===== src/source/oc_pkg.sv =====
package oc_pkg;

    localparam int num_cu     = 4;
    localparam int num_banks  = 2;
    localparam int num_warps  = 4;
    localparam int lanes      = 8;
    localparam int lane_w     = 32;
    localparam int opnd_w     = lanes * lane_w;
    localparam int reg_aw     = 5;
    localparam int warp_w     = $clog2(num_warps);
    localparam int bank_aw    = warp_w + reg_aw - $clog2(num_banks); // {warp, reg without parity}
    localparam int bank_depth = 2 ** bank_aw;
    localparam int cu_w       = $clog2(num_cu);
    localparam int instr_w    = 32;
    localparam int imme_w     = 16;
    localparam int scb_w      = 2;
    localparam int mask_w     = lanes;

    typedef enum logic [3:0] {
        op_add,
        op_sub,
        op_and,
        op_or,
        op_xor,
        op_shl,
        op_shr,
        op_mov
    } alu_op_e;

    typedef enum logic [1:0] {
        cu_free,
        cu_fetch,
        cu_ready
    } cu_state_e;

    // one-hot pick of the first request at or after ptr
    function automatic logic [num_cu-1:0] rr_pick(input logic [num_cu-1:0] req,
                                                  input logic [cu_w-1:0]   ptr);
        logic [cu_w-1:0]   idx;
        logic [num_cu-1:0] gnt;
        gnt = '0;
        for (int k = num_cu - 1; k >= 0; k--)
        begin
            idx = ptr + cu_w'(k); // wraps
            if (req[idx])
                gnt = num_cu'(1) << idx;
        end
        return gnt;
    endfunction

    function automatic logic [cu_w-1:0] onehot_idx(input logic [num_cu-1:0] oh);
        logic [cu_w-1:0] idx;
        idx = '0;
        for (int i = 0; i < num_cu; i++)
        begin
            if (oh[i])
                idx = cu_w'(i);
        end
        return idx;
    endfunction

endpackage


===== src/source/bank_arbiter.sv =====
`timescale 1ns/10ps

module bank_arbiter (
    input  logic                           clk,
    input  logic                           rst,
    input  logic [oc_pkg::num_cu-1:0]      req,
    input  logic [oc_pkg::num_cu-1:0]      req_bank,
    input  logic [oc_pkg::bank_aw-1:0]     req_addr [oc_pkg::num_cu],
    output logic [oc_pkg::num_cu-1:0]      rd_grant,
    output logic [oc_pkg::num_cu-1:0]      rd_valid,
    output logic [oc_pkg::num_banks-1:0]   rd_en,
    output logic [oc_pkg::bank_aw-1:0]     rd_addr [oc_pkg::num_banks],
    output logic [oc_pkg::num_cu-1:0]      rd_sel [oc_pkg::num_banks]
);
    import oc_pkg::*;

    logic [num_cu-1:0] gnt [num_banks];

    for (genvar b = 0; b < num_banks; b++)
    begin : g_bank
        logic [num_cu-1:0]  cand;
        logic [cu_w-1:0]    ptr;
        logic [num_cu-1:0]  sel_q; // grant delayed to match the read
        logic [bank_aw-1:0] addr;

        assign cand     = req & ~(req_bank ^ {num_cu{1'(b)}});
        assign gnt[b]   = rr_pick(cand, ptr);
        assign rd_en[b] = |gnt[b];

        always_comb
        begin
            addr = '0;
            for (int i = 0; i < num_cu; i++)
            begin
                if (gnt[b][i])
                    addr = req_addr[i];
            end
        end

        always_ff @(posedge clk)
        begin
            if (rst)
            begin
                ptr   <= '0;
                sel_q <= '0;
            end
            else
            begin
                sel_q <= gnt[b];
                if (rd_en[b])
                    ptr <= onehot_idx(gnt[b]) + 1'b1;
            end
        end

        assign rd_addr[b] = addr;
        assign rd_sel[b]  = sel_q;

        a_one_grant: assert property (@(posedge clk) disable iff (rst)
            $onehot0(gnt[b]) && (gnt[b] & ~cand) == '0);
    end

    always_comb
    begin
        rd_grant = '0;
        rd_valid = '0;
        for (int b = 0; b < num_banks; b++)
        begin
            rd_grant = rd_grant | gnt[b];
            rd_valid = rd_valid | rd_sel[b];
        end
    end

endmodule


===== config.mk =====
export PLATFORM = sky130hd
export DESIGN_NAME = bank_arbiter
export DESIGN_NICKNAME = d
export VERILOG_FILES = /design/src/source/oc_pkg.sv /design/src/source/bank_arbiter.sv
export SDC_FILE = /design/constraint.sdc
export NUM_CORES = 1
export LEC_CHECK = 0
export BUFFER_PORTS_ARGS = -buffer_cell sky130_fd_sc_hd__buf_4
export CORE_ASPECT_RATIO = 1.4
export CORE_MARGIN = 4
export CORE_UTILIZATION = 46
export CTS_CLUSTER_DIAMETER = 80
export CTS_CLUSTER_SIZE = 20
export DETAILED_ROUTE_END_ITERATION = 10
export PLACE_DENSITY = 0.78
export SLEW_MARGIN = 20
export SYNTH_ARGS = -nofsm -noshare
export SYNTH_HDL_FRONTEND = slang
export SYNTH_SLANG_ARGS = --single-unit

===== constraint.sdc =====
create_clock -name clk -period 2.8 [get_ports clk]
set_input_delay 0.14 -clock clk [delete_from_list [all_inputs] [get_ports clk]]
set_output_delay 0.14 -clock clk [all_outputs]
set_load 0.03 [all_outputs]

==> impl_metrics.json <==
{
  "status": "finished, violations left",
  "violations": "negative setup slack",
  "path_cells": "inv_2 > buf_4 > mux2_2 > o211a_1 > o21a_1 > o31a_1 > or4_4 > buf_8 > o22ai_4 > buf_6",
  "dp.cells": 351,
  "globalRouteOverflowTotal": 0,
  "dp_slack_ps": -20.12,
  "endpoint_kind": "output port",
  "core_um2": 3709,
  "drtIter0Drc": 91,
  "avgSynthCellArea_um2": 7.691,
  "hpwlAfterDp_um": 4681,
  "cts_root_buf": "clkbuf_8",
  "slowest_stage": "or4_4",
  "hold_path.class": "in -> reg",
  "fin_nets": 368,
  "die-width_um": 60.64,
  "total_power_mw": 3.874,
  "p_per_area_nw_per_um2": 1409,
  "setup_ws_ps": -202.1,
  "crit_family": "compound AO/OA/AOI/OAI gates",
  "setup.worst_path.class": "reg -> out",
  "synth_nets": 281,
  "p_leak_nw": 1.228,
  "cts_buffers": 3,
  "min_period_over_period_pct": 107.2,
  "r2r_slack_ps": 500,
  "yosys_warnings": 0,
  "crit_required_ps": 2660,
  "drive_above_1_share_pct": 44.97,
  "dieHeight_um": 81.69,
  "critPathLaunchType": "flip-flop",
  "area_delta_synth_final_pct": 54.14,
  "critical_path.max_stage_delay_ps": 550,
  "cts_hold_buf": 0,
  "synth_flop_cell": "dfxtp_1",
  "route.detailed.drc": 0,
  "final_cells": 360,
  "antenna_cells": 0,
  "layout_commonest_cell": "buf_4",
  "start_util_pct": 48.11,
  "path_clk_slew_ps": 50,
  "synthArstFlopShare_pct": 0,
  "cp.arrival_ps": 2860,
  "wirelength_um": 5848,
  "clockBufferDepth": 2,
  "synth_edf_count": 0,
  "grt.total_usage_pct": 23.57,
  "ys_seq_area_share_pct": 13.46,
  "cts_max_level": 1,
  "dr.pass1.iters": 4,
  "pin_count": 64,
  "ir_drop_uv": 1245,
  "dieArea_um2": 4953,
  "grt_pass1_wl_um": 9301,
  "rsz0062_at_grt": "true",
  "path_max_fanout": 6,
  "routedWlPerCell_um": 16.24,
  "worst_pin_slew_ps": 450.0,
  "clock-sinks": 12,
  "skew_ps": 1.094,
  "final_cell_mix": "83 x buf_4, 27 x nor2_1, 14 x nand2_1, 14 x ha_1, 13 x inv_1",
  "gp_congestion": 0.9389,
  "grt_pass1_vias": 2165,
  "timing.setup.tns_ps": -1181,
  "clock_latency_ps": 240,
  "crit_buf_inv": 4,
  "ys_types": 46,
  "syn_area_um2": 1784,
  "period_minus_slack_ps": 3002,
  "postRouteAntennaNets": 0,
  "antenna_found_initial": 0,
  "post-route-util_pct": 74.16,
  "maxCapViolCount": 0,
  "max_freq_ghz": 0.3331,
  "max_slew_margin_pct": 69.80,
  "portBuffers": 63,
  "grt_max_degree": 16,
  "synth_seq_cells": 12,
  "num_vias": 2192,
  "vias_per_cell": 6.089,
  "setup_viol": 6,
  "netlist_instances": 232,
  "tritoncts": "done",
  "placementRows": 26,
  "drv_slew": 0,
  "hold_viol": 0
}
what timing repair did:
action	in CTS	in global routing
endpoints found under the setup margin	13	12
resized for setup	12	13
buffers inserted	2	3
pin swaps	10	5
Yosys cell counts, types with 3 or more instances:
master / n / area, µm²
a21o_1: 3 / 22.52
nor2b_1: 3 / 18.77
nor2_1: 27 / 101.4
ha_1: 15 / 187.7
a22oi_1: 4 / 30.03
a31oi_1: 15 / 93.84
clkbuf_1: 6 / 22.52
a311oi_1: 6 / 52.55
nand2_1: 14 / 52.55
o22ai_2: 6 / 75.07
mux2i_1: 4 / 40.04
nand2b_1: 4 / 25.02
mux4_2: 5 / 112.6
nor3_1: 3 / 15.01
nand4_1: 9 / 56.30
and2_1: 4 / 25.02
dfxtp_1: 12 / 240.2
a21oi_1: 10 / 50.05
o21a_1: 3 / 22.52
a211oi_1: 5 / 37.54
o31ai_1: 3 / 22.52
a22o_1: 3 / 26.28
o21ai_0: 5 / 25.02
or2_2: 5 / 31.28
inv_1: 15 / 56.30
nand3_1: 12 / 60.06
cell type report:
| class | count | area, µm² |
|---|---|---|
| Multi-Input combinational cell | 195 | 1612 |
| Fill cell | 301 | 958.4 |
| Timing Repair Buffer | 91 | 725.7 |
| Sequential cell | 12 | 242.7 |
| Inverter | 16 | 62.56 |
| Clock buffer | 4 | 55.05 |
| Tap cell | 42 | 52.55 |
final timing paths:
check	from	end	cells after the start
max reg2reg	g_bank[1].ptr[0]$_SDFFE_PP0P_	g_bank[1].ptr[1]$_SDFFE_PP0P_	7
max	g_bank[0].ptr[1]$_SDFFE_PP0P_	rd_addr[7]	10
min	rst	g_bank[0].sel_q[0]$_SDFF_PP0_	2
min reg2reg	g_bank[1].ptr[1]$_SDFFE_PP0P_	g_bank[1].ptr[1]$_SDFFE_PP0P_	4
flip-flops by register name (all words and copies together) (netlist names):
register      count
g_bank.ptr        4
g_bank.sel_q      8
layer usage:
| metal | track usage, % | share of wire, % | vias up |
|---|---|---|---|
| met1 | 24.76 | 36 | 1029 |
| met3 | 1.572 | 6.5 | 21 |
| met5 | 0 | 0 | - |
| li1 | - | - | 1056 |
| met4 | 9.978 | 2.9 | 0 |
| met2 | 46.04 | 55 | 86 |
cells by family after synthesis:
group	synth area share, %
flip-flops	13.46
multiplexers	9.818
AO/OA/AOI/OAI	32.47
adder cells (fa/ha/maj)	10.52
buffers and inverters	6.170
AND/OR/NAND/NOR	27.56
per-stage QoR:
stage	hold WS, ps	cell area, µm²
6_report	164.4	2750
5_1_grt	174.6	2750
4_1_cts	160.4	2669
3_5_place_dp	414.7	2545
3_3_place_gp	409.2	2545
2_1_floorplan	211.6	1886
where the power goes:
| part | total, mW | switching (mW) | internal [mW] |
|---|---|---|---|
| clock network | 0.187 | 0.0630 | 0.124 |
| registers | 0.269 | 0.0327 | 0.236 |
| logic | 3.42 | 1.96 | 1.46 |
Power figures use the tool's default switching activity.
