## src/source/oc_pkg.sv

```systemverilog
package oc_pkg;

    localparam int num_cu     = 4;
    localparam int num_banks  = 2;
    localparam int num_warps  = 4;
    localparam int lanes      = 8;
    localparam int lane_w     = 32;
    localparam int opnd_w     = lanes * lane_w;
    localparam int reg_aw     = 5;
    localparam int warp_w     = $clog2(num_warps);
    localparam int bank_aw    = warp_w + reg_aw - $clog2(num_banks); // {warp, reg without parity}
    localparam int bank_depth = 2 ** bank_aw;
    localparam int cu_w       = $clog2(num_cu);
    localparam int instr_w    = 32;
    localparam int imme_w     = 16;
    localparam int scb_w      = 2;
    localparam int mask_w     = lanes;

    typedef enum logic [3:0] {
        op_add,
        op_sub,
        op_and,
        op_or,
        op_xor,
        op_shl,
        op_shr,
        op_mov
    } alu_op_e;

    typedef enum logic [1:0] {
        cu_free,
        cu_fetch,
        cu_ready
    } cu_state_e;

    // one-hot pick of the first request at or after ptr
    function automatic logic [num_cu-1:0] rr_pick(input logic [num_cu-1:0] req,
                                                  input logic [cu_w-1:0]   ptr);
        logic [cu_w-1:0]   idx;
        logic [num_cu-1:0] gnt;
        gnt = '0;
        for (int k = num_cu - 1; k >= 0; k--)
        begin
            idx = ptr + cu_w'(k); // wraps
            if (req[idx])
                gnt = num_cu'(1) << idx;
        end
        return gnt;
    endfunction

    function automatic logic [cu_w-1:0] onehot_idx(input logic [num_cu-1:0] oh);
        logic [cu_w-1:0] idx;
        idx = '0;
        for (int i = 0; i < num_cu; i++)
        begin
            if (oh[i])
                idx = cu_w'(i);
        end
        return idx;
    endfunction

endpackage

```

## src/source/dispatch_arbiter.sv

```systemverilog
`timescale 1ns/10ps

module dispatch_arbiter (
    input  logic                       clk,
    input  logic                       rst,
    input  logic [oc_pkg::num_cu-1:0]  ready,
    output logic [oc_pkg::num_cu-1:0]  grt
);
    import oc_pkg::*;

    logic [cu_w-1:0] ptr;

    assign grt = rr_pick(ready, ptr);

    always_ff @(posedge clk)
    begin
        if (rst)
            ptr <= '0;
        else if (|grt)
            ptr <= onehot_idx(grt) + 1'b1; // skip past the winner
    end

    a_grt_legal: assert property (@(posedge clk) disable iff (rst)
        $onehot0(grt) && (grt & ~ready) == '0);

    // granted slot must leave cu_ready at the next edge
    a_grt_release: assert property (@(posedge clk) disable iff (rst)
        grt != '0 |=> (ready & $past(grt)) == '0);

endmodule

```

## config.mk

```make
export PLATFORM = sky130hd
export DESIGN_NAME = dispatch_arbiter
export DESIGN_NICKNAME = d
export VERILOG_FILES = /design/src/source/oc_pkg.sv /design/src/source/dispatch_arbiter.sv
export SDC_FILE = /design/constraint.sdc
export NUM_CORES = 1
export LEC_CHECK = 0
export BUFFER_PORTS_ARGS = -buffer_cell sky130_fd_sc_hd__buf_4
export CELL_PAD_IN_SITES_DETAIL_PLACEMENT = 0
export CELL_PAD_IN_SITES_GLOBAL_PLACEMENT = 2
export CORE_MARGIN = 2
export CORE_UTILIZATION = 34
export CTS_CLUSTER_DIAMETER = 80
export DETAILED_ROUTE_END_ITERATION = 8
export GPL_TIMING_DRIVEN = 0
export MAX_ROUTING_LAYER = met4
export PLACE_DENSITY_LB_ADDON = 0.1
export SKIP_LAST_GASP = 1
export SYNTH_ARGS = -nofsm -noshare
export SYNTH_HDL_FRONTEND = slang
export SYNTH_SLANG_ARGS = --single-unit
```

## constraint.sdc

```tcl
create_clock -name clk -period 4.06 [get_ports clk]
set_input_delay 0 -clock clk [delete_from_list [all_inputs] [get_ports clk]]
set_output_delay 0 -clock clk [all_outputs]
set_load 0.02 [all_outputs]
```

==> results summary, run 1 <==
In this run, synthesis produced a sequential element count of 2. The core area came out at 1471 um^2. The number of vias per cell after detailed routing came out at 5.523. The first-pass GRT wire length is 1938 um. Once the clock tree was built, the setup fixing pass inserted 0 buffers. The clock tree from TritonCTS is done. Compared with the post-synthesis result, the final layout area differs by 21.10%. STA classifies the critical path endpoint as an output port. The number of rows created at floorplan came out at 14. Global routing consumed, over all layers together, 14.01% of the routing resources. The top-level I/O count is 10.

By startpoint and endpoint, the worst setup path is classified as flop to output port. At the worst endpoint, the arrival time is 3.03 ns. The share of the core filled with cells came out at 42.94%. The number of sinks on the clock net is 2. The relative max-transition margin came out at 73.98%. The critical path buffer and inverter count is 5. In this design, the critical path's most frequently occurring cell is sky130_fd_sc_hd__inv_1. By area the synthesized netlist is led by sky130_fd_sc_hd__ha_1, sky130_fd_sc_hd__mux4_2, sky130_fd_sc_hd__dfxtp_1, sky130_fd_sc_hd__mux2i_1, sky130_fd_sc_hd__inv_1.

The via count of the first global-routing pass is 441. Averaged over all synthesized cells, the footprint is 8.996 um^2. The detailed route wirelength on metal3 is 39 um. After synthesis, flip-flops and latches occupy 7.674% of the total area.

The final-report setup violation count came out at 0. In the routed design, unresolved DRC markers number 0. At the end of the flow, the number of nets in the layout was 86.

The instance count of the mapped netlist came out at 58. The die footprint came out at 1864 um^2. The final estimated routing congestion in global placement came out at 0.7330. The length of routed wiring on met1 is 576 um. The post-route antenna net violation count came out at 0. The kind of cell with the highest combined delay along the critical path is buffers and inverters. After layout, the worst path uses 74.62% of the clock period.

In the layout the commonest cells are sky130_fd_sc_hd__buf_4, sky130_fd_sc_hd__ha_1, sky130_fd_sc_hd__inv_1. The count of antenna diodes in the layout is 0. Traced cell by cell, the critical path runs through buf_6, clkbuf_1, inv_1, ha_1, mux4_2, a2111o_1, a22oi_2, inv_1, buf_4. The clock skew after layout is 0.002583 ns. The maximum fanout along the worst path is 10. The register bank with the most flops is ptr.

In the final layout, the registers with the most flip-flops are ptr x2. After detailed routing, the met2 layer carries 531 um of wire. The maximum achievable frequency came out at 330.1 MHz. The number of cells in the finished layout apart from fillers is 86. The wire length per cell after detailed routing is 13.34 um. Summed over all failing endpoints, the final setup total negative slack is 0 ns.

The peak ir drop on the vdd network is 0.2520 mV. The vertical die dimension is 43.18 um. The run finished with clean final reports. Synthesis produced a netlist with a net count of 72. The number of antenna violations at the first check in global routing is 0. The number of levels the H-tree was split into is 1.

The clock latency on the worst-skew pair came out at 0.22 ns. The maximum buffer depth of the clock tree came out at 2. The post-cts repair resize count came out at 0. The power density over the cells came out at 736.2 nW/um^2.

STA classifies the critical path startpoint as a flop. The detailed-routing iteration count for the pre-antenna-repair pass is 4. The number of DRC violations after detailed-routing iteration 0 is 5.

Setup repair after global routing left no endpoint under its margin. The biggest area contributor in the post-synthesis netlist is sky130_fd_sc_hd__ha_1. The number of filler cells placed in the layout came out at 156. The count of distinct cell types in the synthesized netlist is 29.

The total number of vias came out at 475. Once the floorplan was initialized, standard cells occupied 35.46% of the core. The number of placed instances with taps included is 83. Of the cells placed in the final design, the portion with a size suffix greater than 1 is 31.43%. In this run the biggest area consumer among cell types represents 19.18% of the synthesized area. The required time reported for the critical path endpoint came out at 4.06 ns. On the critical path, the stage with the largest delay is an instance of sky130_fd_sc_hd__dfxtp_1. Summed over all cells, the static leakage comes to 0.2784 nW. The count of hold buffers inserted by post-cts repair is 0. The number of buffers added by the clock tree synthesis step is 3.

Entering global routing, the biggest net connects 11 pins. The final count of hold timing violations was 0. For the pin with the worst max-slew slack, the measured transition is 0.3898 ns. The total number of yosys warnings came out at 0.

Across the run, the number of max-cap violations was 0. The number of flip-flops in the largest register is 2. The detailed placer's ending HPWL is 895.4 um. The cell sitting at the root of the clock tree is a sky130_fd_sc_hd__clkbuf_4.

The worst hold-check path type is input port to flop. The topmost layer with routed signal wires is met3. The library cell used most frequently in the layout, excluding fill and tap cells, is sky130_fd_sc_hd__buf_4.

The time the final worst path needs with I/O delays and setup is 3.029 ns. The quantity of I/O buffers inserted on ports is 9. The peak per-stage delay on the critical path came out at 0.49 ns. The total overflow left after global routing is 0. The count of pins over their slew limit came out at 0. In this run the cell area of the synthesized design comes to 521.8 um^2.

Clock-pin slew was measured on the worst setup and hold paths at 0.03 ns. The chip width is 43.18 um. The final layout contains routed wiring with a total length of 1147 um.
==> cells by family after synthesis <==
family	synth area share, %
AOI/OAI and AO/OA	24.70
adders and majority gates	19.19
buffers and inverters	7.912
DFF	7.674
muxes	25.18
and+or+nand+nor	15.35
==> path summary, 6_finish.rpt <==
check,from,endpoint,slack (ns),depth (start not counted)
worst max-delay path,ptr[0]$_SDFFE_PP0P_,grt[1],1.03,9
worst min-delay path,rst,ptr[0]$_SDFFE_PP0P_,0.04,3
worst max register to register,ptr[0]$_SDFFE_PP0P_,ptr[1]$_SDFFE_PP0P_,1.12,10
worst min register to register,ptr[1]$_SDFFE_PP0P_,ptr[1]$_SDFFE_PP0P_,0.91,3
==> cells in the mapped netlist (all sizes together) <==
| library cell | instances |
|---|---|
| o211ai | 1 |
| and3 | 1 |
| a221oi | 1 |
| dfxtp | 2 |
| o22ai | 3 |
| mux4 | 4 |
| nand2 | 4 |
| mux2 | 1 |
| nor3b | 1 |
| or2 | 2 |
| a21oi | 3 |
| a2111o | 1 |
| clkbuf | 1 |
| ha | 8 |
| nor2b | 2 |
| o221ai | 1 |
| inv | 6 |
| o21ai | 1 |
| a31o | 1 |
| nor2 | 2 |
| mux2i | 3 |
| nand2b | 3 |
| o31ai | 1 |
| buf | 1 |
| a22oi | 2 |
| a31oi | 1 |
| clkinv | 1 |
==> routing by layer <==
| metal | vias up | GRT usage (%) |
|---|---|---|
| li1 | 244 | - |
| met1 | 225 | 18.91 |
| met2 | 6 | 21.79 |
| met3 | 0 | 3.404 |
| met4 | 0 | 1.818 |
| met5 | - | - |
==> stage by stage <==
step / hold WS [ns] / power (mW) / cell area [um^2] / setup slack, ns
after floorplan: 0.1719 / 0.3260 / 521.8 / 1.447
after global placement: 0.2676 / 0.4291 / 609.3 / 1.072
after detailed placement: 0.2648 / 0.4224 / 609.3 / 1.139
after CTS: 0.02812 / 0.4684 / 631.9 / 1.022
after global routing: 0.04053 / 0.5088 / 631.9 / 0.8203
final: 0.03894 / 0.4652 / 631.9 / 1.031
==> where the power goes <==
part | switching (mW) | leakage [nW] | internal, mW
clock network | 0.0107 | 0.0138 | 0.0326
logic | 0.202 | 0.248 | 0.173
registers | 0.0193 | 0.0166 | 0.0274
total | 0.232 | 0.278 | 0.233
==> worst reg2reg max path: cells and delay by family, from the launching register on <==
family / cells / cell delay, ns
compound gates: 4 / 0.68
fa+ha+maj: 1 / 0.42
buf+inv: 3 / 0.66
flops: 1 / 0.49
mux: 1 / 0.40
simple gates: 1 / 0.20
==> layout make-up <==
type,count,area [um^2],area share [%]
buffer,2,15.01,2.376
clock buffer,3,22.52,3.564
inverter,7,26.28,4.158
multi-input combinational,47,440.4,69.70
sequential,2,40.04,6.337
tap,16,20.02,3.168
timing repair buffer,9,67.56,10.69
(Power assumes the default switching activity.)
==> run 2, diff against run 1 <==
CORE_UTILIZATION = 28   (was 34)
clock period = 2.6 ns   (was 4.06 ns; I/O delays follow)
==> results summary, run 2 (synthesis gave the netlist of run 1 again) <==
The detailed-routing iteration count for the pre-antenna-repair pass is 4. The register bank with the most flops is ptr. The count of pins over their slew limit is 0. STA puts the critical path data arrival time at 2.47 ns.

The detail route stage leaves a number of antenna-violating nets equal to 0. The number of flip-flops in the largest register came out at 2. The net count of the finished layout is 86. The vertical die dimension came out at 47.17 um.

After detailed routing, the total wire length is 1215 um. The total global routing track utilization came out at 12.77%. The number of antenna violations at the first check in global routing is 0. The total number of vias is 463. The placed instances occupy a cell area of 621.8 um^2. At the pin with the least slew margin, the transition time is 0.3033 ns. The beginning of the worst register-to-register path is ptr[0]$_SDFFE_PP0P_. The final count of hold timing violations is 0. The largest net degree at the start of global routing came out at 11. The worst hold path begins at rst. With fillers left out, the area of the finished cells amounts to 664.4 um^2. The clock transition at the register clock pins on the worst setup and hold paths after CTS is 0.03 ns.

The number of DRC violations after detailed-routing iteration 0 came out at 5. The cell depth of the worst hold path came out at 3. The ratio of final minimum period to clock period is 94.89%. The worst hold slack came out at 0.05229 ns. The number of maximum-capacitance violations is 0. The time the final worst path needs with I/O delays and setup is 2.467 ns. The critical path's most frequent cell is sky130_fd_sc_hd__buf_4. The required time reported for the critical path endpoint came out at 2.60 ns. The top-level I/O count is 10. The number of vias per cell after detailed routing is 4.874. The wire length per cell after detailed routing is 12.79 um. The relative max-transition margin came out at 79.78%.

In the routed design, unresolved DRC markers number 0. The power density over the cells is 1148 nW/um^2. The number of buffers added by the clock tree synthesis step is 3. The share of layout cells above drive strength 1 is 38.57%. The number of antenna diodes in the final layout is 0.

The peak ir drop on the vdd network is 0.5924 mV. The maximum buffer depth of the clock tree is 2. The critical path startpoint category is a flop. Buffers placed on the I/O ports in this run total 9. The final estimated routing congestion in global placement is 0.7139. Once the floorplan was initialized, standard cells occupied 29.89% of the core. The worst setup slack for register-to-register paths came out at 0.18 ns.

The via count of the first global-routing pass is 431. Measured in cells, the most critical reg-to-reg path has a length of 10. The number of filler cells placed in the layout is 188. Power comes to 0.7625 mW.

The path class of the tightest hold or removal check is input port to flop. The static leakage came out at 0.2841 nW. The clock skew after layout came out at 0.003130 ns.

The kind of cell adding the most delay to the critical path is compound AO/OA/AOI/OAI gates. The largest registers in the layout are ptr x2. In the layout the commonest cells are sky130_fd_sc_hd__buf_4, sky130_fd_sc_hd__ha_1, sky130_fd_sc_hd__inv_1. The launch point of the worst path is ptr[0]$_SDFFE_PP0P_. Clock latency on the worst-skew pair, taken at its later pin, is 0.22 ns. The die footprint is 2225 um^2. The worst setup path is of the flop to output port kind. The signal on the critical path passes through buf_6, buf_4, inv_2, ha_4, mux4_2, a2111o_1, a22oi_2, inv_1, buf_4. The first-pass GRT wire length came out at 2028 um. The number of rows created at floorplan is 15.

TritonCTS built the clock tree. The commonest non-fill, non-tap cell in the layout is sky130_fd_sc_hd__buf_4. The flow ran to the end, and the final reports show no timing, DRC or antenna violations. The detailed placer's ending HPWL came out at 934 um. The critical path buffer and inverter count is 5. The number of sinks on the clock net came out at 2.

Static timing analysis puts the maximum clock frequency at 405.3 MHz. The peak per-stage delay on the critical path came out at 0.42 ns. The maximum fanout along the worst path came out at 10.

The growth of design area from synthesis to finish is 27.34%. The kind of end point of the critical path is an output port. The worst hold path endpoint is ptr[1]$_SDFFE_PP0P_.

The core region is 1745 um^2. The chip width came out at 47.17 um. The total overflow reported by the global router is 0.

The master cell of the clock root buffer is sky130_fd_sc_hd__clkbuf_4. In this run the critical register-to-register path is captured at ptr[1]$_SDFFE_PP0P_. The number of levels the H-tree was split into is 1. Setup violations remaining at the end of the flow were counted as 0. For this design, the slowest cell found on the critical path is sky130_fd_sc_hd__a2111o_1.
==> run 2: timing repair <==
action,4_1_cts,5_1_grt
pin swaps,0,0
setup endpoints to repair,5,3
buffers inserted,0,0
gates resized for setup,3,5
hold buffers,0,0
==> run 2: worst register-to-register path, cell delays in order, from the launching register on <==
cell	delay (ns)
sky130_fd_sc_hd__dfxtp_4	0.37
sky130_fd_sc_hd__buf_6	0.13
sky130_fd_sc_hd__buf_4	0.16
sky130_fd_sc_hd__inv_2	0.08
sky130_fd_sc_hd__ha_4	0.30
sky130_fd_sc_hd__mux4_2	0.38
sky130_fd_sc_hd__a31o_1	0.22
sky130_fd_sc_hd__a221oi_2	0.20
sky130_fd_sc_hd__o31ai_2	0.12
sky130_fd_sc_hd__or2_0	0.21
sky130_fd_sc_hd__a31oi_1	0.17
==> run 2: through the flow <==
stage / worst slack (ns) / util [%] / TNS [ns] / instances
final: 0.1328 / 38.06 / 0 / 95
after detailed placement: -0.1360 / 35.63 / -0.2323 / 92
after global routing: -0.001159 / 38.06 / -0.001159 / 95
after global placement: -0.1940 / 35.63 / -0.3819 / 92
after floorplan: 0.1012 / - / 0 / 58
after CTS: 0.002154 / 37.71 / 0 / 95
==> run 2: cell type report <==
cell class                 instances  area, um^2  share of cell area, %
tap                               25       31.28                  4.708
buffer                             2       18.77                  2.825
multi-input combinational         47       452.9                  68.17
clock buffer                       3       22.52                  3.390
timing repair buffer               9       67.56                  10.17
inverter                           7       26.28                  3.955
sequential                         2       45.04                  6.780
==> run 2: report_power, final <==
part | switching, mW | total (mW) | internal, mW
clock | 0.0147 | 0.0654 | 0.0507
combinational | 0.331 | 0.623 | 0.292
sequential | 0.0268 | 0.0742 | 0.0474
total | 0.373 | 0.763 | 0.390
==> run 2: metal layers <==
layer  share of wire (%)  track usage [%]
met4                   0                0
met3                 1.3            1.154
met2                  47            20.55
met5                   0                -
met1                  52            18.41
==> run 2: worst max-delay path by stage <==
stage / depth (start not counted) / endpoint
after floorplan: 10 / ptr[1]$_SDFFE_PP0P_
after global placement: 10 / ptr[1]$_SDFFE_PP0P_
after detailed placement: 10 / ptr[1]$_SDFFE_PP0P_
after CTS: 8 / grt[1]
after global routing: 9 / grt[1]
final: 9 / grt[1]
