==> config.mk <==
export PLATFORM = sky130hd
export DESIGN_NAME = collector_unit
export DESIGN_NICKNAME = d
export VERILOG_FILES = /design/src/source/oc_pkg.sv /design/src/source/collector_unit.sv
export SDC_FILE = /design/constraint.sdc
export NUM_CORES = 1
export LEC_CHECK = 0
export ABC_CLOCK_PERIOD_IN_PS = 22200
export BUFFER_PORTS_ARGS = -buffer_cell sky130_fd_sc_hd__buf_2
export CAP_MARGIN = 20
export CORE_AREA = 10 10 360 362
export DETAILED_ROUTE_END_ITERATION = 10
export DIE_AREA = 0 0 370 372
export HOLD_SLACK_MARGIN = 0.08
export PLACE_DENSITY = 0.42
export SLEW_MARGIN = 5
export SYNTH_ARGS = -nofsm -noshare
export SYNTH_HDL_FRONTEND = slang
export SYNTH_SLANG_ARGS = --single-unit
==> constraint.sdc <==
create_clock -name clk -period 22.2 [get_ports clk]
set_input_delay 2.22 -clock clk [delete_from_list [all_inputs] [get_ports clk]]
set_output_delay 2.22 -clock clk [all_outputs]
set_load 0.02 [all_outputs]
==> src/source/oc_pkg.sv <==
package oc_pkg;

    localparam int num_cu     = 4;
    localparam int num_banks  = 2;
    localparam int num_warps  = 4;
    localparam int lanes      = 8;
    localparam int lane_w     = 32;
    localparam int opnd_w     = lanes * lane_w;
    localparam int reg_aw     = 5;
    localparam int warp_w     = $clog2(num_warps);
    localparam int bank_aw    = warp_w + reg_aw - $clog2(num_banks); // {warp, reg without parity}
    localparam int bank_depth = 2 ** bank_aw;
    localparam int cu_w       = $clog2(num_cu);
    localparam int instr_w    = 32;
    localparam int imme_w     = 16;
    localparam int scb_w      = 2;
    localparam int mask_w     = lanes;

    typedef enum logic [3:0] {
        op_add,
        op_sub,
        op_and,
        op_or,
        op_xor,
        op_shl,
        op_shr,
        op_mov
    } alu_op_e;

    typedef enum logic [1:0] {
        cu_free,
        cu_fetch,
        cu_ready
    } cu_state_e;

    // one-hot pick of the first request at or after ptr
    function automatic logic [num_cu-1:0] rr_pick(input logic [num_cu-1:0] req,
                                                  input logic [cu_w-1:0]   ptr);
        logic [cu_w-1:0]   idx;
        logic [num_cu-1:0] gnt;
        gnt = '0;
        for (int k = num_cu - 1; k >= 0; k--)
        begin
            idx = ptr + cu_w'(k); // wraps
            if (req[idx])
                gnt = num_cu'(1) << idx;
        end
        return gnt;
    endfunction

    function automatic logic [cu_w-1:0] onehot_idx(input logic [num_cu-1:0] oh);
        logic [cu_w-1:0] idx;
        idx = '0;
        for (int i = 0; i < num_cu; i++)
        begin
            if (oh[i])
                idx = cu_w'(i);
        end
        return idx;
    endfunction

endpackage

==> src/source/collector_unit.sv <==
`timescale 1ns/10ps

module collector_unit (
    input  logic                           clk,
    input  logic                           rst,
    input  logic                           alloc,
    input  logic [oc_pkg::warp_w-1:0]      issue_warp,
    input  logic [oc_pkg::instr_w-1:0]     issue_instr,
    input  logic                           issue_reg_write,
    input  logic [oc_pkg::imme_w-1:0]      issue_imme,
    input  logic                           issue_imme_valid,
    input  oc_pkg::alu_op_e                issue_alu_op,
    input  logic                           issue_mem_write,
    input  logic                           issue_mem_read,
    input  logic [oc_pkg::scb_w-1:0]       issue_scb_id,
    input  logic [oc_pkg::mask_w-1:0]      issue_active_mask,
    input  logic [oc_pkg::reg_aw-1:0]      issue_dst,
    input  logic [oc_pkg::reg_aw-1:0]      issue_src0,
    input  logic [oc_pkg::reg_aw-1:0]      issue_src1,
    output logic                           free,
    output logic                           ready,
    output logic                           req,
    output logic                           req_bank,
    output logic [oc_pkg::bank_aw-1:0]     req_addr,
    input  logic                           rd_grant,
    input  logic                           rd_valid,
    input  logic [oc_pkg::opnd_w-1:0]      rd_data,
    input  logic                           dispatch,
    output logic [oc_pkg::instr_w-1:0]     instr,
    output logic                           reg_write,
    output logic [oc_pkg::imme_w-1:0]      imme,
    output logic                           imme_valid,
    output oc_pkg::alu_op_e                alu_op,
    output logic                           mem_write,
    output logic                           mem_read,
    output logic [oc_pkg::scb_w-1:0]       scb_id,
    output logic [oc_pkg::mask_w-1:0]      active_mask,
    output logic [oc_pkg::reg_aw-1:0]      dst,
    output logic [oc_pkg::opnd_w-1:0]      oc_0_data,
    output logic [oc_pkg::opnd_w-1:0]      oc_1_data
);
    import oc_pkg::*;

    cu_state_e         state;
    logic              src_sel; // source being fetched
    logic              pend;    // granted, data next cycle
    logic [warp_w-1:0] warp;
    logic [reg_aw-1:0] src0;
    logic [reg_aw-1:0] src1;
    logic [reg_aw-1:0] cur_src;

    assign free     = state == cu_free;
    assign ready    = state == cu_ready;
    assign cur_src  = src_sel ? src1 : src0;
    assign req      = state == cu_fetch && !pend;
    assign req_bank = cur_src[0];
    assign req_addr = {warp, cur_src[reg_aw-1:1]};

    always_ff @(posedge clk)
    begin
        if (rst)
        begin
            state   <= cu_free;
            src_sel <= 1'b0;
            pend    <= 1'b0;
        end
        else
        begin
            case (state)
                cu_free:
                begin
                    src_sel <= 1'b0;
                    pend    <= 1'b0;
                    if (alloc)
                        state <= cu_fetch;
                end
                cu_fetch:
                begin
                    if (rd_grant)
                        pend <= 1'b1;
                    if (rd_valid)
                    begin
                        pend <= 1'b0;
                        if (src_sel || imme_valid) // src1 skipped for immediates
                            state <= cu_ready;
                        else
                            src_sel <= 1'b1;
                    end
                end
                cu_ready:
                    if (dispatch)
                        state <= cu_free;
                default:
                    state <= cu_free;
            endcase
        end
    end

    always_ff @(posedge clk)
    begin
        if (alloc)
        begin
            warp        <= issue_warp;
            src0        <= issue_src0;
            src1        <= issue_src1;
            instr       <= issue_instr;
            reg_write   <= issue_reg_write;
            imme        <= issue_imme;
            imme_valid  <= issue_imme_valid;
            alu_op      <= issue_alu_op;
            mem_write   <= issue_mem_write;
            mem_read    <= issue_mem_read;
            scb_id      <= issue_scb_id;
            active_mask <= issue_active_mask;
            dst         <= issue_dst;
            oc_1_data   <= '0;
        end
        else if (rd_valid)
        begin
            if (src_sel)
                oc_1_data <= rd_data;
            else
                oc_0_data <= rd_data;
        end
    end

    a_alloc_free: assert property (@(posedge clk) disable iff (rst) alloc |-> free);

endmodule

==> metrics.sh, run 1 <==
WORSTMARGINPINSLEW_NS=1.068
TIMING.CRITICAL_PATH.TO_TYPE='flip-flop'
POWER.SWITCHING_mW=0.6502
INSERTION_DELAY_NS=0.65
SYN_AREA_PER_CELL_UM2=14.00
PIN_COUNT=938
LAYOUT_OVERHEAD_ON_THE_SYNTHESIZED_AREA_PCT=39.90
PORT_BUFFERS=937
NNETSFINAL=2763
SYNTH-ASYNC-RESET-RATIO=0
REPORT.FINAL.HOLD_VIOL_COUNT=0
CLKPWRFRAC=0.453
YOSYS.CELL_COUNT.TOP_TYPE='edfxtp_1'
SWITCHING_SHARE=0.2469
SYNTH_COMMON_CELLS='339 x edfxtp_1, 260 x dfxtp_1, 256 x a21bo_2, 256 x a21oi_1, 256 x nand3_1'
SYNTH_NETS=1878
FIRST_PASS_DRT_ITERATIONS=5
SMALLEST_SETUP_SLACK_AFTER_LAYOUT_NS=17.89
ROUTED-VIA-COUNT=15956
FIN_AREA_UM2=30030
HIGHEST-SIGNAL-LAYER='met5'
INTERNAL-POWER_mW=1.983
DP.CELLS=3980
WORST_SETUP_HOLD_PATH_CLK_SLEW_NS=0.06
FINAL_SETUP_TNS_NS=0
TIMING.FMAX_GHz=0.2321
TIMING.CLOCK.SKEW_NS=0.02788
CRITICALPATHCATEGORY='input port to flip-flop'
DETAILROUTE.WIRELENGTH.MET3_UM=7687
PLACEMENT.CELL_AREA_UM2=27610
DIE_AREA_UM2=137600
CTS_HOLD_REPAIR.BUFFERS=0
VIA_PER_INST=3.869
CTS.ROOT.BUFFER_CELL='clkbuf_16'
GRT_PASS1_VIAS=15888
PRE_CTS_SLACK_NS=17.28
FLOORPLAN.DIE.WIDTH_UM=370
ROUTE.DETAILED.DRC=0
INITIAL_CELL_DENSITY_OF_THE_CORE=0.1750
CTS_MADE_BUFFERS=73
POWER_FRAC_COMB=0.079
CTS.PATH.MAX_BUFFERS=3
TRITONCTS='built'
POST_LAYOUT_NONFILLER_INSTANCES=4124
POST_SYNTH_INSTANCE_AREA_UM2=21460
POST_SYNTH_INST_COUNT=1533
MIN_PATH_TYPE='flip-flop to flip-flop'
SEQPWRFRAC=0.468
HPWL_UM=68970
WL_MET1_UM=35910
SYNTH_EDF_COUNT=339
TIMING.MAX_SLEW.REL_SLACK=0.2883
CAP_VIOL_MAX_COUNT=0
GRT-OVFL-TOTAL=0
CTS-RESIZED-GATES=0
SYNTHDOMINANTCELLAREASHARE=0.4743
WORSTSETUPSTARTPOINTTYPE='input port'
FLOORPLAN.CORE_AREA_UM2=122700
PEAKVDDDROP_V=0.00005855
POST_ROUTE_CELLS_DRIVE_ABOVE_1_SHARE=0.5363
GRT_ANTENNA_BEFORE_REPAIR=22
GRT_MAX_DEGREE=201
TOTAL_ROUTED_WIRELENGTH_UM=90780
SETUP_VIOLATIONS=0
ROWS=129
WORST-PATH-MAX-FANOUT=183
SYNTH-SEQ-AREA-SHARE=0.7168
YOSYS_REGISTER_BITS=599
CP_DATA_REQUIRED_TIME_NS=22.69
FIN_CRIT_SH=0.1941
FP.DIEH_UM=372
SYNTH.TOP_CELLS.BY_AREA='edfxtp_1 47%, dfxtp_1 24%, a21bo_2 12%, a21oi_1 6.0%, nand3_1 6.0%'
DETAIL_ROUTE.WL_PER_CELL_UM=22.01
STATUS='complete, no violations'
POWER-PER-CELL-AREA_nW_PER_UM2=87.70
SYNTH_CELL_TYPES=19
FINAL_MAX_SLEW_VIOL_COUNT=0
SYNTH_FF_TYPE='edfxtp_1'
MET2_WIRE_LENGTH_UM=45120
UNREPAIRED_SETUP_ENDPOINTS_AFTER_GLOBAL_ROUTING='no'
ROUTABILITY_CONGESTION=0.8104
LAYOUT_FILLER_CELL_COUNT=13194
LEAKAGE_POWER_nW=12.23
FINAL_ANTENNA_NET_COUNT=0
YOSYSWARNINGCOUNT=0
DRTITER0DRC=1155
GRT_PASS1_WL_UM=122500
SYNTH.LARGEST_AREA_CELL='edfxtp_1'
NUMBER_OF_H_TREE_LEVELS=3
GROUTE.USAGE.OVERALL=0.1231
NUMBER_OF_SINKS_HANDLED_BY_CLOCK_TREE_SYNTHESIS=599
POST-CTS-SETUP-BUFFER-COUNT=0
CRITICAL_PATH_ARRIVAL_NS=4.80
MIN_PERIOD_NS=4.309
FINALPOWER_mW=2.634
==> per-layer routing <==
layer | vias to the layer above | global-route usage
met5 | - | 0
met4 | 6 | 0.04048
met3 | 108 | 0.04514
met2 | 613 | 0.2075
met1 | 7752 | 0.1439
li1 | 7477 | -
==> registers in the layout, summed over array words and instances, names as in the netlist, 2 cells and up <==
| name | cells |
|---|---|
| active_mask | 8 |
| alu_op | 4 |
| dst | 5 |
| imme | 16 |
| instr | 32 |
| oc_0_data | 256 |
| oc_1_data | 256 |
| scb_id | 2 |
| src0 | 5 |
| src1 | 5 |
| state | 2 |
| warp | 2 |
==> cells in the final DEF (no fill, tap or decap) <==
master      Yosys  layout
bufinv_16       0       4
mux2_2          5       5
dfxtp_4         0       1
clkinv_8        0       3
nand3_1       256     256
buf_4           3      16
nor3b_1         3       2
clkbuf_16       0      76
diode_2         0       9
clkinv_16       0       1
clkinv_2        0      15
nor3b_4         0       1
clkbuf_1       40      21
o211a_1         1       1
o221a_2         2       2
a21oi_1       256     256
dfxtp_1       260     259
nor2b_1         3       3
clkinvlp_4      0       1
nor2_1          4       4
inv_6           0       1
buf_2          68     935
buf_12          0       2
buf_8           0       2
clkinv_1        0       5
a21bo_2       256     256
nor4_1          1       1
inv_1           1       1
edfxtp_1      339     339
a22o_1          1       1
clkbuf_8        0       8
==> path summary, 6_finish.rpt <==
check	start	to	slack, ns	depth (start not counted)
hold reg to reg	pend	pend	0.56	1
hold / removal	pend	pend	0.56	1
setup / recovery	rd_valid	oc_1_data[131]	17.89	5
setup reg to reg	src_sel	oc_0_data[112]	18.96	4
==> layout make-up <==
cell class | instances | area, um2 | share of cell area
repair buffers | 955 | 4870 | 0.1622
well taps | 1637 | 2048 | 0.06821
flip-flops and latches | 599 | 15390 | 0.5125
diodes | 9 | 22.52 | 0.0007500
clock inverters | 30 | 309.0 | 0.01029
multi-input cells | 788 | 5296 | 0.1764
clock buffers | 105 | 2091 | 0.06963
inverters | 1 | 3.754 | 0.0001250
==> power groups by stage <==
stage | clock network, mW | logic, mW | registers [mW]
2_1_floorplan | 0 | 0.0529 | 1.31
3_3_place_gp | 0 | 0.216 | 1.25
3_5_place_dp | 0 | 0.215 | 1.25
4_1_cts | 1.24 | 0.215 | 1.23
5_1_grt | 1.28 | 0.225 | 1.24
6_report | 1.19 | 0.209 | 1.23
==> cell families (layout without fill, tap and decap cells) <==
family,count (synthesis),count (layout),share of synthesized area
and+or+nand+nor,267,267,0.06261
AOI/OAI and AO/OA,516,516,0.1810
other,0,9,0
muxes,5,5,0.002623
DFF,599,599,0.7168
buffers and inverters,146,1091,0.03702
==> critical path, stage by stage <==
cell and delay (ns):
buf_8 0.47, buf_4 0.77, buf_12 0.48, a21bo_2 0.26, a21oi_1 0.06
==> metrics by stage <==
step / util / hold WS (ns)
6_report: 0.2448 / 0.5564
3_5_place_dp: 0.2251 / 0.5370
5_1_grt: 0.2447 / 0.5749
3_3_place_gp: 0.2251 / 0.5358
4_1_cts: 0.2446 / 0.5557
2_1_floorplan: - / 0.5100
(Power assumes the default switching activity.)
==> run 2: changes to the inputs <==
--- a/config.mk
+++ b/config.mk
@@ -5,14 +5,15 @@
 export SDC_FILE = /design/constraint.sdc
 export NUM_CORES = 1
 export LEC_CHECK = 0
-export ABC_CLOCK_PERIOD_IN_PS = 22200
+export ABC_AREA = 1
+export ABC_CLOCK_PERIOD_IN_PS = 4100
 export BUFFER_PORTS_ARGS = -buffer_cell sky130_fd_sc_hd__buf_2
 export CAP_MARGIN = 20
 export CORE_AREA = 10 10 360 362
 export DETAILED_ROUTE_END_ITERATION = 10
 export DIE_AREA = 0 0 370 372
 export HOLD_SLACK_MARGIN = 0.08
-export PLACE_DENSITY = 0.42
+export PLACE_DENSITY = 0.39
 export SLEW_MARGIN = 5
 export SYNTH_ARGS = -nofsm -noshare
 export SYNTH_HDL_FRONTEND = slang
==> constraint.sdc (replaced) <==
create_clock -name clk -period 4.1 [get_ports clk]
set_input_delay 0.41 -clock clk [delete_from_list [all_inputs] [get_ports clk]]
set_output_delay 0.41 -clock clk [all_outputs]
set_load 0.02 [all_outputs]
==> run 2 against run 1 <==
Against the previous run:
- final cell count grew 9.4%
- first-iteration DRC count shrank 33%
- non-clock buffer count rose by 356
- synthesized area is 10% lower
- design area increased by 5.7%
- utilization increased by 1.4 points
- worst setup slack lost 16 ns
- sequential cell count did not move
- clock skew is 0.0057 ns lower
==> metrics.sh, run 2 <==
FIRST_PASS_DRT_ITERATIONS=5
TRITONCTS='built'
ROUTABILITY_CONGESTION=0.8123
LEAKAGE_POWER_nW=13.20
UNREPAIRED_SETUP_ENDPOINTS_AFTER_GLOBAL_ROUTING='no'
WORSTPATHCELLLIST='inv_1, nand2_1, nand2_1, buf_2'
SETUP_VIOLATIONS=0
FP.DIEH_UM=372
FINAL_MAX_SLEW_VIOL_COUNT=0
SYNTHDOMINANTCELLAREASHARE=0.5287
SYNTH_XOR_AREA_FRAC=0
WORSTMARGINPINSLEW_NS=0.8758
DRTITER0DRC=772
FLOORPLAN.CORE_AREA_UM2=122700
ROUTE.DETAILED.DRC=0
SYNTH-ASYNC-RESET-RATIO=0
PORT_BUFFERS=937
REGS_BY_FF_COUNT='oc_0_data: 256 flops, oc_1_data: 256 flops, instr: 32 flops'
UTILIZATION_OF_THE_CORE_AFTER_ROUTING=0.2588
SYNTH-COMPOUND-AREA-SHARE=0.06758
SYNTH.LARGEST_AREA_CELL='edfxtp_1'
YOSYS.CELL_COUNT.TOP_TYPE='nor2_1'
VIA_PER_INST=3.587
NNETSFINAL=3154
WL_MET1_UM=33740
CTS-RESIZED-GATES=0
WORSTSETUPSTARTPOINTTYPE='flip-flop'
GROUTE.USAGE.OVERALL=0.1199
CPLARGESTDELAYFAMILY='flip-flops'
SYNTHMUXAREASHARE=0
CRITICAL_PATH_ARRIVAL_NS=2.05
FLOORPLAN.DIE.WIDTH_UM=370
CRITICALPATHCATEGORY='flip-flop to primary output'
MET2_WIRE_LENGTH_UM=42190
POWER-PER-CELL-AREA_nW_PER_UM2=477.8
LAYOUT.CELLS.MOST_COMMON_LIST='936 x buf_2, 521 x nor2_1, 344 x dlygate4sd3_1'
LAYOUT_FILLER_CELL_COUNT=13130
ROUTED-VIA-COUNT=16183
FIN_CRIT_SH=0.5994
CRITICAL_PATH.MOST_COMMON_CELL='nand2_1'
GRT_MAX_DEGREE=104
DETAIL_ROUTE.WL_PER_CELL_UM=19.28
CTS.ROOT.BUFFER_CELL='clkbuf_16'
MIN_PERIOD_NS=2.457
PEAKVDDDROP_V=0.0002818
MULTIINPUTGATEAREA_UM2=3412
TIMING.CLOCK.SKEW_NS=0.02215
TOTAL_ROUTED_WIRELENGTH_UM=86960
SYN_AREA_PER_CELL_UM2=12.76
LAYOUT_OVERHEAD_ON_THE_SYNTHESIZED_AREA_PCT=64.86
SYNTH_NETS=1854
INSERTION_DELAY_NS=0.65
CRITICAL_PATH_BUF_INV_COUNT=2
NUMBER_OF_H_TREE_LEVELS=3
COMBINATIONAL_FAMILY_WITH_THE_MOST_AREA_AFTER_SYNTHESIS='simple AND/OR/NAND/NOR gates'
GRT_PASS1_WL_UM=121400
SYNTH_EDF_COUNT=339
POST_SYNTH_INST_COUNT=1509
PIN_COUNT=938
FRACTION_OF_THE_MAPPED_NETLIST_AREA_IN_SIMPLE_LOGIC_GATES=0.1086
YOSYSWARNINGCOUNT=0
SYNTH.TOP_CELLS.BY_AREA='edfxtp_1 53%, dfxtp_1 27%, nor2_1 10%, o21ai_0 6.1%, buf_4 0.62%'
FINAL_ANTENNA_NET_COUNT=0
CP_DATA_REQUIRED_TIME_NS=3.69
CRITPATHMAXSTAGEDELAY_NS=0.69
ROWS=129
GRT_ANTENNA_BEFORE_REPAIR=13
GRT_PASS1_VIAS=17043
SYNTH_CELL_TYPES=16
DIE_AREA_UM2=137600
WORST-PATH-MAX-FANOUT=10
GRT-OVFL-TOTAL=0
YOSYS_REGISTER_BITS=599
WORST_SETUP_HOLD_PATH_CLK_SLEW_NS=0.06
SYNTH-SEQ-AREA-SHARE=0.7990
CRIT_PATH_TOP_DELAY_CELL='dfxtp_1'
SYNTH_COMMON_CELLS='521 x nor2_1, 339 x edfxtp_1, 260 x dfxtp_1'
HIGHEST-SIGNAL-LAYER='met5'
CTS_MADE_BUFFERS=72
CTS.PATH.MAX_BUFFERS=3
INITIAL_CELL_DENSITY_OF_THE_CORE=0.1570
TIMING.FMAX_GHz=0.4069
SYNTH_FF_TYPE='edfxtp_1'
NUMBER_OF_SINKS_HANDLED_BY_CLOCK_TREE_SYNTHESIS=599
TIMING.CRITICAL_PATH.TO_TYPE='primary output'
STATUS='complete, no violations'
TIMING.MAX_SLEW.REL_SLACK=0.4161
POST_ROUTE_CELLS_DRIVE_ABOVE_1_SHARE=0.3741
DP.CELLS=4028
DETAILROUTE.WIRELENGTH.MET3_UM=8426
POST_LAYOUT_NONFILLER_INSTANCES=4511
CAP_VIOL_MAX_COUNT=0
REPORT.FINAL.HOLD_VIOL_COUNT=0
SEQCELLAREA_UM2=15380
FINAL_COMMON_CELL='buf_2'
POST_SYNTH_INSTANCE_AREA_UM2=19250
SYNTH_FA_HA_AREA_FRAC=0
MIN_PATH_TYPE='input port to flip-flop'
HPWL_UM=65920
## run 2: area by class of cell
cell class	instances	share of cell area
Clock buffer	106	0.06397
Inverter	12	0.002050
Timing Repair Buffer	1311	0.2669
Antenna cell	6	0.0004730
Sequential cell	599	0.4846
Clock inverter	27	0.009933
Multi-Input combinational cell	813	0.1075
Tap cell	1637	0.06452
## run 2: kinds of logic after synthesis
| kind of cell | count (synthesis) |
|---|---|
| AO/OA/AOI/OAI | 260 |
| buffers and inverters | 97 |
| flip-flops | 599 |
| AND/OR/NAND/NOR | 553 |
## run 2: worst reg2reg max path, cell delays in order (launching register included)
cell     delay [ns]
dfxtp_1        0.69
nand2_8        0.43
inv_8          0.53
buf_4          0.50
nor2_1         0.07
nor2_1         0.11
## run 2: repair_timing
item | 4_1_cts | 5_1_grt
setup buffers | 0 | 0
hold buffers | 344 | 0
endpoints found under the hold margin | 605 | 0
## run 2: report_power, final
part,switching (mW),internal (mW)
logic,1.25,0.731
clock network,2.63,3.67
registers,0.144,6.74
## run 2: path summary, 6_finish.rpt
check             depth (start not counted)            from             end  slack (ns)
hold reg to reg                           2  oc_1_data[197]  oc_1_data[197]        0.47
hold / removal                            4        rd_valid            pend        0.26
setup / recovery                          4         src_sel     req_addr[1]        1.64
setup reg to reg                          5         src_sel   oc_1_data[81]        1.70
## run 2: through the flow
step	TNS (ns)	worst slack [ns]	hold WS (ns)	instance area, um2	power [mW]
after floorplan	-728.42	-2.845	0.4791	19280	7.888
after global placement	0	1.657	0.4574	25940	8.741
after detailed placement	0	1.594	0.4655	25940	8.737
after CTS	0	1.546	0.1711	31730	15.45
after global routing	0	1.422	0.2534	31730	15.83
final	0	1.643	0.2563	31740	15.17
## run 2: metal layers
metal,vias up,global-route usage
met3,124,0.05021
met2,644,0.2011
li1,7744,-
met4,4,0.04515
met1,7667,0.1348
met5,-,0
